File: config.mk
export PLATFORM = sky130hd
export DESIGN_NAME = address_generation_top
export DESIGN_NICKNAME = d
export VERILOG_FILES = /design/src/hdl/agen_pkg.sv /design/src/hdl/reg_size_select.sv /design/src/hdl/string_addr_gen.sv /design/src/hdl/operand_select.sv /design/src/hdl/agen_flag_decode.sv /design/src/hdl/agen_pipestage.sv /design/src/hdl/address_generation_top.sv
export VERILOG_INCLUDE_DIRS = /design/src /design/src/hdl
export SDC_FILE = /design/constraint.sdc
export NUM_CORES = 1
export LEC_CHECK = 0
export BUFFER_PORTS_ARGS = -buffer_cell sky130_fd_sc_hd__buf_2
export CORE_AREA = 4 4 519 521
export DETAILED_ROUTE_END_ITERATION = 8
export DIE_AREA = 0 0 523 525
export GPL_ROUTABILITY_DRIVEN = 0
export HOLD_SLACK_MARGIN = 0.1
export PLACE_DENSITY = 0.31
export SLEW_MARGIN = 15
export SYNTH_ARGS = -nofsm -noshare
export SYNTH_HDL_FRONTEND = slang
export SYNTH_SLANG_ARGS = --single-unit
File: constraint.sdc
create_clock -name clk -period 8.6 [get_ports clk]
set_clock_uncertainty 0.2 [all_clocks]
set_input_delay 0.86 -clock clk [delete_from_list [all_inputs] [get_ports clk]]
set_output_delay 0.86 -clock clk [all_outputs]
set_load 0.01 [all_outputs]
File: src/hdl/agen_macros.svh
/*
 * address generation widths and counts
 * register file, segment and immediate sizes used by the stage
 */
`ifndef AGEN_MACROS_SVH
`define AGEN_MACROS_SVH

// general register width
`define AGEN_GPR_W 32

// segment register width
`define AGEN_SEG_W 16

// mmx register width, also the operand width
`define AGEN_MMX_W 64

// immediate field width
`define AGEN_IMM_W 48

// entries in a register bank
`define AGEN_REG_COUNT 8

// segment base is paragraph aligned
`define AGEN_SEG_SHIFT 4

`endif

File: src/hdl/agen_pkg.sv
/*
 * address generation types
 * operand kinds, sizes, register snapshot, request and result payloads
 */
`default_nettype none

`include "agen_macros.svh"

package agen_pkg;

    typedef enum logic [2:0] {
        kind_none  = 3'd0,
        kind_reg   = 3'd1,
        kind_seg   = 3'd2,
        kind_mmx   = 3'd3,
        kind_modrm = 3'd4,
        kind_imm   = 3'd5,
        kind_mem   = 3'd6,
        kind_sys   = 3'd7
    } opnd_kind_e;

    // codes 0, 4, 6, 7 select no register
    typedef enum logic [2:0] {
        size_byte  = 3'd1,
        size_word  = 3'd2,
        size_dword = 3'd3,
        size_mmx   = 3'd5
    } op_size_e;

    typedef enum logic [2:0] {
        seg_es = 3'd0,
        seg_cs = 3'd1,
        seg_ss = 3'd2,
        seg_ds = 3'd3,
        seg_fs = 3'd4,
        seg_gs = 3'd5
    } seg_sel_e;

    typedef struct packed {
        logic [15:0] upper;
        logic [7:0]  high;
        logic [7:0]  low;
    } gpr_parts_s;

    // full dword, or AH/AL style byte view
    typedef union packed {
        logic [`AGEN_GPR_W-1:0] dword;
        gpr_parts_s             parts;
    } gpr_word_u;

    typedef struct packed {
        gpr_word_u [`AGEN_REG_COUNT-1:0]                  gpr;
        logic [5:0][`AGEN_SEG_W-1:0]                      seg;  // indexed by seg_sel_e
        logic [`AGEN_REG_COUNT-1:0][`AGEN_MMX_W-1:0]      mmx;
    } reg_state_s;

    typedef logic [`AGEN_REG_COUNT-1:0][`AGEN_MMX_W-1:0] reg_bank_t;

    typedef struct packed {
        op_size_e               size;
        logic                   set_d_flag;
        logic                   clear_d_flag;
        opnd_kind_e             op0;
        opnd_kind_e             op1;
        logic [2:0]             op0_reg;
        logic [2:0]             op1_reg;
        logic [`AGEN_IMM_W-1:0] imm;
        logic [3:0]             alu_op;
        logic [2:0]             flag_0;
        logic [2:0]             flag_1;
        logic [1:0]             stack_op;
        logic [`AGEN_GPR_W-1:0] stack_address;
        seg_sel_e               seg_override;
        logic                   seg_override_valid;
        logic [31:0]            pc;
        logic                   branch_taken;
        logic [15:0]            opcode;
    } agen_req_s;

    typedef struct packed {
        op_size_e               size;
        logic                   set_d_flag;
        logic                   clear_d_flag;
        logic [`AGEN_MMX_W-1:0] op0;
        logic [`AGEN_MMX_W-1:0] op1;
        logic [2:0]             op0_reg;
        logic [2:0]             op1_reg;
        logic                   op0_is_reg;
        logic                   op0_is_segment;
        logic                   op0_is_mmx;
        logic                   op1_is_address;
        logic [`AGEN_IMM_W-1:0] imm;
        logic [3:0]             alu_op;
        logic [2:0]             flag_0;
        logic [2:0]             flag_1;
        logic [1:0]             stack_op;
        logic [`AGEN_GPR_W-1:0] stack_address;
        logic [31:0]            pc;
        logic                   branch_taken;
        logic [15:0]            opcode;
        logic                   to_sys_controller;
    } agen_result_s;

    // segment lookup, codes 6 and 7 read as zero
    function automatic logic [`AGEN_SEG_W-1:0] read_seg(input reg_state_s regs,
                                                         input seg_sel_e sel);
        logic [`AGEN_SEG_W-1:0] value;
        case (sel)
            seg_es, seg_cs, seg_ss, seg_ds, seg_fs, seg_gs: value = regs.seg[sel];
            default: value = '0;
        endcase
        return value;
    endfunction

endpackage

`default_nettype wire

File: src/hdl/reg_size_select.sv
/*
 * register size select
 * builds the eight entry register file seen by an operand at the current size
 */
`default_nettype none

`include "agen_macros.svh"

module reg_size_select (
    input  agen_pkg::op_size_e   size,
    input  agen_pkg::reg_state_s regs,
    output agen_pkg::reg_bank_t  bank
);

    localparam int half_count = `AGEN_REG_COUNT / 2;

    agen_pkg::reg_bank_t byte_bank;
    agen_pkg::reg_bank_t word_bank;
    agen_pkg::reg_bank_t dword_bank;

    // byte view: AL CL DL BL then AH CH DH BH
    always_comb begin
        for (int i = 0; i < half_count; i++) begin
            byte_bank[i] = {{(`AGEN_MMX_W - 8){1'b0}}, regs.gpr[i].parts.low};
            byte_bank[i + half_count] = {{(`AGEN_MMX_W - 8){1'b0}},
                                         regs.gpr[i].parts.high};
        end
    end

    always_comb begin
        for (int i = 0; i < `AGEN_REG_COUNT; i++) begin
            word_bank[i] = {{(`AGEN_MMX_W - 16){1'b0}},
                            regs.gpr[i].parts.high, regs.gpr[i].parts.low};
            dword_bank[i] = {{(`AGEN_MMX_W - `AGEN_GPR_W){1'b0}}, regs.gpr[i].dword};
        end
    end

    always_comb begin
        case (size)
            agen_pkg::size_byte:  bank = byte_bank;
            agen_pkg::size_word:  bank = word_bank;
            agen_pkg::size_dword: bank = dword_bank;
            agen_pkg::size_mmx:   bank = regs.mmx;
            // no register at this size
            default:              bank = '0;
        endcase
    end

endmodule

`default_nettype wire

File: src/hdl/string_addr_gen.sv
/*
 * string address generation
 * ES:EDI destination and DS:ESI source, source segment may be overridden
 */
`default_nettype none

`include "agen_macros.svh"

module string_addr_gen (
    input  agen_pkg::reg_state_s     regs,
    input  agen_pkg::seg_sel_e       seg_override,
    input  logic                     seg_override_valid,
    output logic [`AGEN_GPR_W-1:0]   dst_addr,
    output logic [`AGEN_GPR_W-1:0]   src_addr
);

    localparam int esi_index = 6;
    localparam int edi_index = 7;

    logic [`AGEN_SEG_W-1:0] src_seg;
    logic [`AGEN_GPR_W-1:0] es_base;
    logic [`AGEN_GPR_W-1:0] src_base;

    // destination segment is always ES
    assign es_base = {{(`AGEN_GPR_W - `AGEN_SEG_W){1'b0}},
                      agen_pkg::read_seg(regs, agen_pkg::seg_es)} << `AGEN_SEG_SHIFT;

    always_comb begin
        if (seg_override_valid) begin
            src_seg = agen_pkg::read_seg(regs, seg_override);
        end else begin
            src_seg = agen_pkg::read_seg(regs, agen_pkg::seg_ds);
        end
    end

    assign src_base = {{(`AGEN_GPR_W - `AGEN_SEG_W){1'b0}}, src_seg} << `AGEN_SEG_SHIFT;

    // sums wrap at 32 bits
    assign dst_addr = es_base + regs.gpr[edi_index].dword;
    assign src_addr = src_base + regs.gpr[esi_index].dword;

endmodule

`default_nettype wire

File: src/hdl/operand_select.sv
/*
 * operand select
 * picks one 64-bit operand value by operand kind
 */
`default_nettype none

`include "agen_macros.svh"

module operand_select (
    input  agen_pkg::opnd_kind_e      kind,
    input  logic [2:0]                reg_index,
    input  agen_pkg::reg_bank_t       bank,
    input  agen_pkg::reg_state_s      regs,
    input  logic [`AGEN_IMM_W-1:0]    imm,
    input  logic [`AGEN_GPR_W-1:0]    mem_addr,
    output logic [`AGEN_MMX_W-1:0]    operand
);

    logic [`AGEN_SEG_W-1:0] seg_value;

    // reg field doubles as the segment index
    assign seg_value = agen_pkg::read_seg(regs, agen_pkg::seg_sel_e'(reg_index));

    always_comb begin
        case (kind)
            agen_pkg::kind_reg: begin
                // already size selected
                operand = bank[reg_index];
            end
            agen_pkg::kind_seg: begin
                operand = {{(`AGEN_MMX_W - `AGEN_SEG_W){1'b0}}, seg_value};
            end
            agen_pkg::kind_mmx: begin
                // mmx kind ignores the operand size
                operand = regs.mmx[reg_index];
            end
            agen_pkg::kind_imm: begin
                operand = {{(`AGEN_MMX_W - `AGEN_IMM_W){1'b0}}, imm};
            end
            agen_pkg::kind_mem: begin
                operand = {{(`AGEN_MMX_W - `AGEN_GPR_W){1'b0}}, mem_addr};
            end
            // none, modrm and sys carry no value here
            default: begin
                operand = '0;
            end
        endcase
    end

endmodule

`default_nettype wire

File: src/hdl/agen_flag_decode.sv
/*
 * flag decode and result packing
 * stack pop override on op1, operand flags and decode pass-through
 */
`default_nettype none

`include "agen_macros.svh"

module agen_flag_decode (
    input  agen_pkg::agen_req_s       req,
    input  logic [`AGEN_MMX_W-1:0]    op0,
    input  logic [`AGEN_MMX_W-1:0]    op1,
    output agen_pkg::agen_result_s    result
);

    logic pop;

    // pops read op1 from the stack
    assign pop = req.stack_op[1];

    always_comb begin
        result.size              = req.size;
        result.set_d_flag        = req.set_d_flag;
        result.clear_d_flag      = req.clear_d_flag;
        result.op0               = op0;
        result.op1               = pop ? {{(`AGEN_MMX_W - `AGEN_GPR_W){1'b0}},
                                          req.stack_address} : op1;
        result.op0_reg           = req.op0_reg;
        result.op1_reg           = req.op1_reg;

        result.op0_is_reg        = (req.op0 == agen_pkg::kind_reg);
        result.op0_is_segment    = (req.op0 == agen_pkg::kind_seg);
        // mmx flag follows size, not kind
        result.op0_is_mmx        = (req.size == agen_pkg::size_mmx);
        result.op1_is_address    = (req.op1 == agen_pkg::kind_mem) || pop;

        result.imm               = req.imm;
        result.alu_op            = req.alu_op;
        result.flag_0            = req.flag_0;
        result.flag_1            = req.flag_1;
        result.stack_op          = req.stack_op;
        result.stack_address     = req.stack_address;
        result.pc                = req.pc;
        result.branch_taken      = req.branch_taken;
        result.opcode            = req.opcode;
        result.to_sys_controller = (req.op0 == agen_pkg::kind_sys);
    end

endmodule

`default_nettype wire

File: src/hdl/agen_pipestage.sv
/*
 * address generation pipe stage
 * single entry valid/ready register, flush empties it
 */
`default_nettype none

module agen_pipestage (
    input  logic                    clk,
    input  logic                    reset,
    input  logic                    flush,
    input  logic                    in_valid,
    output logic                    in_ready,
    input  agen_pkg::agen_result_s  in_data,
    output logic                    out_valid,
    input  logic                    out_ready,
    output agen_pkg::agen_result_s  out_data
);

    logic take;

    // accept when empty or the held item leaves this cycle
    assign in_ready = !flush && (!out_valid || out_ready);
    assign take     = in_valid && in_ready;

    always_ff @(posedge clk) begin
        if (reset || flush) begin
            out_valid <= 1'b0;
        end else if (take) begin
            out_valid <= 1'b1;
        end else if (out_ready) begin
            out_valid <= 1'b0;
        end
    end

    // held value stays put while stalled
    always_ff @(posedge clk) begin
        if (take) begin
            out_data <= in_data;
        end
    end

endmodule

`default_nettype wire

File: src/hdl/address_generation_top.sv
/*
 * address generation stage top
 * forms op0 and op1 from the register snapshot and registers the result
 */
`default_nettype none

`include "agen_macros.svh"

module address_generation_top (
    input  logic                    clk,
    input  logic                    reset,
    input  logic                    flush,

    // register access side
    input  logic                    r_valid,
    output logic                    r_ready,
    input  agen_pkg::agen_req_s     r_req,
    input  agen_pkg::reg_state_s    r_regs,

    // memory access side
    output logic                    a_valid,
    input  logic                    a_ready,
    output agen_pkg::agen_result_s  a_result
);

    agen_pkg::reg_bank_t     bank;
    logic [`AGEN_GPR_W-1:0]  dst_addr;
    logic [`AGEN_GPR_W-1:0]  src_addr;
    logic [`AGEN_MMX_W-1:0]  op0_value;
    logic [`AGEN_MMX_W-1:0]  op1_value;
    agen_pkg::agen_result_s  result;

    reg_size_select u_reg_size_select (
        .size (r_req.size),
        .regs (r_regs),
        .bank (bank)
    );

    string_addr_gen u_string_addr_gen (
        .regs               (r_regs),
        .seg_override       (r_req.seg_override),
        .seg_override_valid (r_req.seg_override_valid),
        .dst_addr           (dst_addr),
        .src_addr           (src_addr)
    );

    // op0 strings go to ES:EDI
    operand_select u_op0_select (
        .kind      (r_req.op0),
        .reg_index (r_req.op0_reg),
        .bank      (bank),
        .regs      (r_regs),
        .imm       (r_req.imm),
        .mem_addr  (dst_addr),
        .operand   (op0_value)
    );

    // op1 strings come from DS:ESI or the override
    operand_select u_op1_select (
        .kind      (r_req.op1),
        .reg_index (r_req.op1_reg),
        .bank      (bank),
        .regs      (r_regs),
        .imm       (r_req.imm),
        .mem_addr  (src_addr),
        .operand   (op1_value)
    );

    agen_flag_decode u_flag_decode (
        .req    (r_req),
        .op0    (op0_value),
        .op1    (op1_value),
        .result (result)
    );

    agen_pipestage u_pipestage (
        .clk       (clk),
        .reset     (reset),
        .flush     (flush),
        .in_valid  (r_valid),
        .in_ready  (r_ready),
        .in_data   (result),
        .out_valid (a_valid),
        .out_ready (a_ready),
        .out_data  (a_result)
    );

endmodule

`default_nettype wire

==> results.md, run 1 <==
* Hold path depth at 1
* Critical path depth in cells at 15
* Hold WC Path Type: primary input to flop
* Synth Flop Type: edfxtp_1
* Via density at 4.64
* Worst path cell trace: buf_2 -> clkinv_1 -> nor2_1 -> buf_4 -> a22oi_1 -> a21oi_1 -> inv_1 -> fa_1 -> nand2b_1 -> a21oi_1 -> o2111ai_1 -> a211oi_2 -> o21ai_0 -> or4b_1 -> nand2_1
* Max stage delay on crit path at 0.59 ns
* Number of warnings issued by yosys at 0
* Boundary pin count at 1,318
* Die height at 525 um
* WP data arrival at 5.51 ns
* Final nets at 5,040
* Slowest-stage cell, CP: a211oi_2
* CP required at 8.94 ns
* Min Tclk post-route at 5.16 ns
* Post-synth EDFFs at 285
* Final period util at 60.0%
* Count of cell types in the netlist at 81
* Synthesized flop and latch total at 286
* Max Buffers Root-to-Sink at 3
* Area post-placement at 40,800 um2
* Worst path most repeated cell: a21oi_1
* DRC at 0
* GRT overflow at 0
* First-pass GRT wire length at 399,000 um
* Syn_area_per_cell at 11.1 um2
* CTS buffer count at 51
* Clock Latency Late Sink at 0.69 ns
* Number of post-CTS setup repair buffers at 0
* Crit. Startpoint: r_req[52]
* CTS clock-pin slew for the worst setup and hold paths at 0.06 ns
* Leak at 16.5 nW
* Ys async rst share at 0%
* Synthesized cell area at 30,400 um2
* Number of global-route vias before repair at 34,800
* Top sig layer: met5
* Initial core utilization at 11.5%
* Final Power at 0.00601 W
* Layout Cell Area excl Fill at 43,500 um2
* Worst-path fanout max at 17
* RR Startpoint: u_pipestage.out_valid$_SDFFE_PP0P_
* Max Cap Violations at 0
* Fmax at 0.194 GHz
* M1 WL at 132,000 um
* WS Path Type: primary input to flop
* Core box area at 265,000 um2
* Wire per inst at 41.9 um
* Worst slew pin tran at 1.09 ns
* Syn nets at 3,813
* Pwr dens at 138 nW/um2
* CTS Sinks at 286
* Die width at 523 um
* Setup repair after global routing missed its margin: false
* Setup crit end kind: flop
* Run status: complete, no violations
* Detail Route Antenna Nets at 0
* Die area at 275,000 um2
* IR drop worst, VDD at 0.155 mV
* FF-to-FF End: u_pipestage.out_data[234]$_DFFE_PP_
* DR iter-0 viols at 3,576
* Overall Global Routing Usage at 22.3%
* Final Hold Fails at 0
* Bufs and invs on worst path at 4
* Row count at 189
* CTS Root Cell: clkbuf_16
* Largest net degree at the start of global routing at 118
* Cells after Synth at 2,747
* PostCTS Resize Cnt at 0
* Top delay family on crit path: compound AO/OA/AOI/OAI gates
* Slew Limit Fails at 0
* Worst reg-to-reg path cell count at 5
* Post-detail-place hpwl at 271,000 um
* Syn-to-layout area delta at 43.0%
* Drt pass-1 iters at 6
* Post-synthesis sequential area ratio at 28.2%
* CP Capture Point: u_pipestage.out_data[180]$_DFFE_PP_
* CTS tree: built
* Met3 routed WL at 30,500 um
* Final setup TNS at 0 ns
* DR vias at 35,600
* Post-Route WL at 322,000 um
* Register-to-Register Setup Slack at 5.13 ns
* IO Port Bufs at 1,317
* Initial antenna violation count at 308
* Final setup viols at 0
* Share of layout cells above drive strength 1 at 47.9%
* Hold_buf cts at 68
* CTS H-Tree Depth at 2
* Startpoint Class: primary input
* Relative slew slack at 25.1%
* WL met2 at 146,000 um
## layout by cell type, fill, tap and decap left out, types with 22 or more instances in the layout
master / n
a211oi_1: 29
a21oi_1: 184
a221o_1: 22
a221oi_1: 52
a22o_1: 123
a22oi_1: 146
and3b_1: 24
buf_2: 1308
buf_4: 86
clkbuf_16: 52
diode_2: 122
dlygate4sd3_1: 68
edfxtp_1: 285
ha_1: 33
mux2_2: 27
mux2i_1: 132
mux4_2: 380
nand2_1: 254
nand3_1: 50
nor2_1: 153
nor3_1: 38
o211ai_1: 31
o21ai_0: 111
## Yosys cell counts, types with 30 or more instances
cell type,instances,area (um2)
mux4_2,380,8560
edfxtp_1,285,8560
nand2_1,255,957
a21oi_1,184,921
nor2_1,157,589
a22oi_1,146,1100
clkbuf_1,134,503
mux2i_1,132,1320
a22o_1,123,1080
o21ai_0,112,561
buf_2,94,470
a221oi_1,52,455
nand3_1,50,250
nor3_1,39,195
ha_1,33,413
o211ai_1,31,233
a211oi_1,30,225
## flip-flops by register name (all words and copies together), names as in the netlist
name / cells
u_pipestage.out_valid: 1
u_pipestage.out_data: 285
## layer usage
| layer | vias up | track usage, % |
|---|---|---|
| met4 | 90 | 6.80 |
| met1 | 18300 | 28.2 |
| met2 | 2441 | 36.2 |
| met3 | 636 | 6.95 |
| met5 | - | 0 |
| li1 | 14100 | - |
## how the worst min path moves through the flow
stage / from / end / slack (ns)
floorplan: u_pipestage.out_valid$_SDFFE_PP0P_ / u_pipestage.out_valid$_SDFFE_PP0P_ / 0.42
global placement: u_pipestage.out_valid$_SDFFE_PP0P_ / u_pipestage.out_valid$_SDFFE_PP0P_ / 0.52
detailed placement: u_pipestage.out_valid$_SDFFE_PP0P_ / u_pipestage.out_valid$_SDFFE_PP0P_ / 0.52
CTS: r_req[144] / u_pipestage.out_data[141]$_DFFE_PP_ / 0.10
global route: r_req[85] / u_pipestage.out_data[82]$_DFFE_PP_ / 0.14
finish: r_req[85] / u_pipestage.out_data[82]$_DFFE_PP_ / 0.19
## through the flow
stage	worst slack (ns)	instances	hold slack [ns]	utilization [%]
floorplan	0.104	2747	0.418	-
global placement	2.44	7385	0.516	15.4
detailed placement	2.69	7385	0.518	15.4
CTS	3.46	7545	0.101	16.3
global route	3.19	7620	0.141	16.4
finish	3.44	7668	0.194	16.4
## cell families after synthesis
group                    after synthesis  share of synthesized area [%]
AO/OA/AOI/OAI                        908                           21.2
buffers and inverters                321                           5.17
AND/OR/NAND/NOR                      634                           9.75
multiplexers                         539                           33.5
XOR/XNOR                              24                          0.691
adder cells (fa/ha/maj)               35                           1.49
flip-flops                           286                           28.2
## power by group
group	total (W)	switching, W	internal, W
logic	0.00216	0.00135	0.000811
clock network	0.00222	0.000967	0.00125
registers	0.00163	0.0000245	0.00161
total	0.00601	0.00235	0.00367
## worst reg2reg max path: cells and delay by family, from the launching register on
family        cells  cell delay, ns
buf+inv           2            1.19
simple gates      3            1.22
flops             1            0.38
## layout make-up
type	count	area, um2
clock inverter	34	332
antenna	122	305
multi-input combinational	2140	20300
fill	29900	221000
clock buffer	58	1320
sequential	286	8580
timing repair buffer	1477	8140
tap	3533	4420
inverter	18	82.6
No activity file was read; power rests on OpenSTA's default activity.
==> run 2, diff against run 1 <==
--- a/config.mk
+++ b/config.mk
@@ -7,9 +7,9 @@
 export NUM_CORES = 1
 export LEC_CHECK = 0
 export BUFFER_PORTS_ARGS = -buffer_cell sky130_fd_sc_hd__buf_2
-export CORE_AREA = 4 4 519 521
+export CORE_AREA = 4 4 507 509
 export DETAILED_ROUTE_END_ITERATION = 8
-export DIE_AREA = 0 0 523 525
+export DIE_AREA = 0 0 511 513
 export GPL_ROUTABILITY_DRIVEN = 0
 export HOLD_SLACK_MARGIN = 0.1
 export PLACE_DENSITY = 0.31
==> constraint.sdc (replaced) <==
create_clock -name clk -period 5.1 [get_ports clk]
set_clock_uncertainty 0.2 [all_clocks]
set_input_delay 0.51 -clock clk [delete_from_list [all_inputs] [get_ports clk]]
set_output_delay 0.51 -clock clk [all_outputs]
set_load 0.01 [all_outputs]
==> results.md, run 2 (synthesis results as in run 1) <==
* Run status: complete, no violations
* IR drop worst, VDD at 0.272 mV
* DRC at 0
* Number of global-route vias before repair at 35,600
* Syn-to-layout area delta at 48.2%
* Worst slew pin tran at 1.13 ns
* Worst-path fanout max at 22
* Die height at 513 um
* Hold WC Path Type: primary input to flop
* CTS Root Cell: clkbuf_16
* Relative slew slack at 24.4%
* Row count at 185
* Overall Global Routing Usage at 23.4%
* Final Power at 0.0102 W
* IO Port Bufs at 1,317
* Clock Latency Late Sink at 0.69 ns
* Commonest non-fill, non-tap cell in the layout: buf_2
* Startpoint Class: primary input
* Top delay family on crit path: compound AO/OA/AOI/OAI gates
* Fin cells at 7,732
* Biggest regs: u_pipestage.out_data x285, u_pipestage.out_valid x1
* DR iter-0 viols at 4,306
* Setup ws final at 0.422 ns
* Max reg flops at 285
* Layout Cell Area excl Fill at 45,100 um2
* Post-detail-place hpwl at 271,000 um
* CP required at 5.29 ns
* First-pass GRT wire length at 401,000 um
* Final period util at 91.7%
* Slew Limit Fails at 0
* CTS tree: built
* Slowest-stage cell, CP: a2111oi_0
* Via density at 4.73
* Initial antenna violation count at 299
* Number of post-CTS setup repair buffers at 0
* Final nets at 5,204
* DR vias at 36,600
* Most frequent cells in the layout: 1,309 x buf_2, 380 x mux4_2, 285 x edfxtp_1
* Min Tclk post-route at 4.68 ns
* Setup repair after global routing missed its margin: false
* Max stage delay on crit path at 0.92 ns
* Final setup TNS at 0 ns
* Final Hold Fails at 0
* Max Buffers Root-to-Sink at 3
* Pwr dens at 226 nW/um2
* CTS clock-pin slew for the worst setup and hold paths at 0.06 ns
* Placed cell count at 7,289
* Setup crit end kind: flop
* Hold_buf cts at 164
* Initial core utilization at 12.0%
* WS Path Type: primary input to flop
* Share of layout cells above drive strength 1 at 47.7%
* Die width at 511 um
* Drt pass-1 iters at 8
* Pre-CTS WS at -0.171 ns
* Post-Route WL at 321,000 um
* Worst path cell trace: buf_2 -> buf_12 -> mux4_2 -> a22oi_1 -> a21oi_1 -> ha_1 -> o211ai_1 -> a21oi_1 -> o2111ai_1 -> a21oi_1 -> buf_4 -> a2111oi_0 -> a311o_1 -> a21oi_1
* # fillers at 28,500
* Die area at 262,000 um2
* Top reg by flops: u_pipestage.out_data
* Wire per inst at 41.5 um
* Largest net degree at the start of global routing at 146
* GRT overflow at 0
* CTS buffer count at 49
* CTS H-Tree Depth at 2
* Detail Route Antenna Nets at 0
* Area post-placement at 41,300 um2
* Final setup viols at 0
* Max Cap Violations at 0
* Core box area at 253,000 um2
* Worst path most repeated cell: a21oi_1
* CTS Sinks at 286
* PostCTS Resize Cnt at 0
* Leak at 17.3 nW
* Bufs and invs on worst path at 3
* Fmax at 0.214 GHz
* Boundary pin count at 1,318
* WP data arrival at 4.87 ns
-- run 2: changes by cell type in the layout (fill, tap and decap cells not counted), sizes merged --
cell,delta
buf,+71
bufinv,+1
clkbuf,-3
clkinv,-1
clkinvlp,-4
diode,+69
dlygate4sd3,+96
inv,+2
-- run 2: per-layer routing --
metal	routed length, um	track usage, %	up-vias
met5	616	0	-
met3	33500	8.79	623
met1	127000	28.6	18900
li1	-	-	14500
met4	15400	9.61	98
met2	144000	37.0	2515
-- run 2: report_power, final --
| group | switching, W | leakage (nW) | internal [W] |
|---|---|---|---|
| logic | 0.00230 | 13.7 | 0.00148 |
| registers | 0.0000363 | 2.79 | 0.00271 |
| clock network | 0.00158 | 0.783 | 0.00206 |
| total | 0.00392 | 17.3 | 0.00626 |
-- run 2: final cells by class --
cell class	instances	area (um2)	area share, %
Multi-Input combinational cell	2140	20300	45.1
Timing Repair Buffer	1643	9790	21.7
Sequential cell	286	8580	19.0
Tap cell	3366	4210	9.34
Clock buffer	56	1250	2.78
Antenna cell	191	478	1.06
Clock inverter	32	353	0.783
Inverter	18	82.6	0.183
-- run 2: metrics by stage --
step,hold slack (ns),utilization [%]
detailed placement,0.427,16.3
floorplan,0.387,-
global placement,0.423,16.3
global route,0.106,17.8
CTS,0.103,17.6
finish,0.147,17.8
-- run 2: worst paths after layout --
| path | cells past startpoint | endpoint | slack (ns) | startpoint |
|---|---|---|---|---|
| worst max-delay path | 14 | u_pipestage.out_data[178]$_DFFE_PP_ | 0.42 | r_req[50] |
| worst min-delay path | 1 | u_pipestage.out_data[83]$_DFFE_PP_ | 0.15 | r_req[86] |
| worst max register to register | 4 | u_pipestage.out_data[170]$_DFFE_PP_ | 2.52 | u_pipestage.out_valid$_SDFFE_PP0P_ |
| worst min register to register | 4 | u_pipestage.out_valid$_SDFFE_PP0P_ | 0.98 | u_pipestage.out_valid$_SDFFE_PP0P_ |
-- run 2: worst register-to-register path: stages (launching register included) --
cell	delay, ns
dfxtp_1	0.31
nor2b_1	0.15
nor2_1	0.14
and2_4	0.55
buf_12	0.47
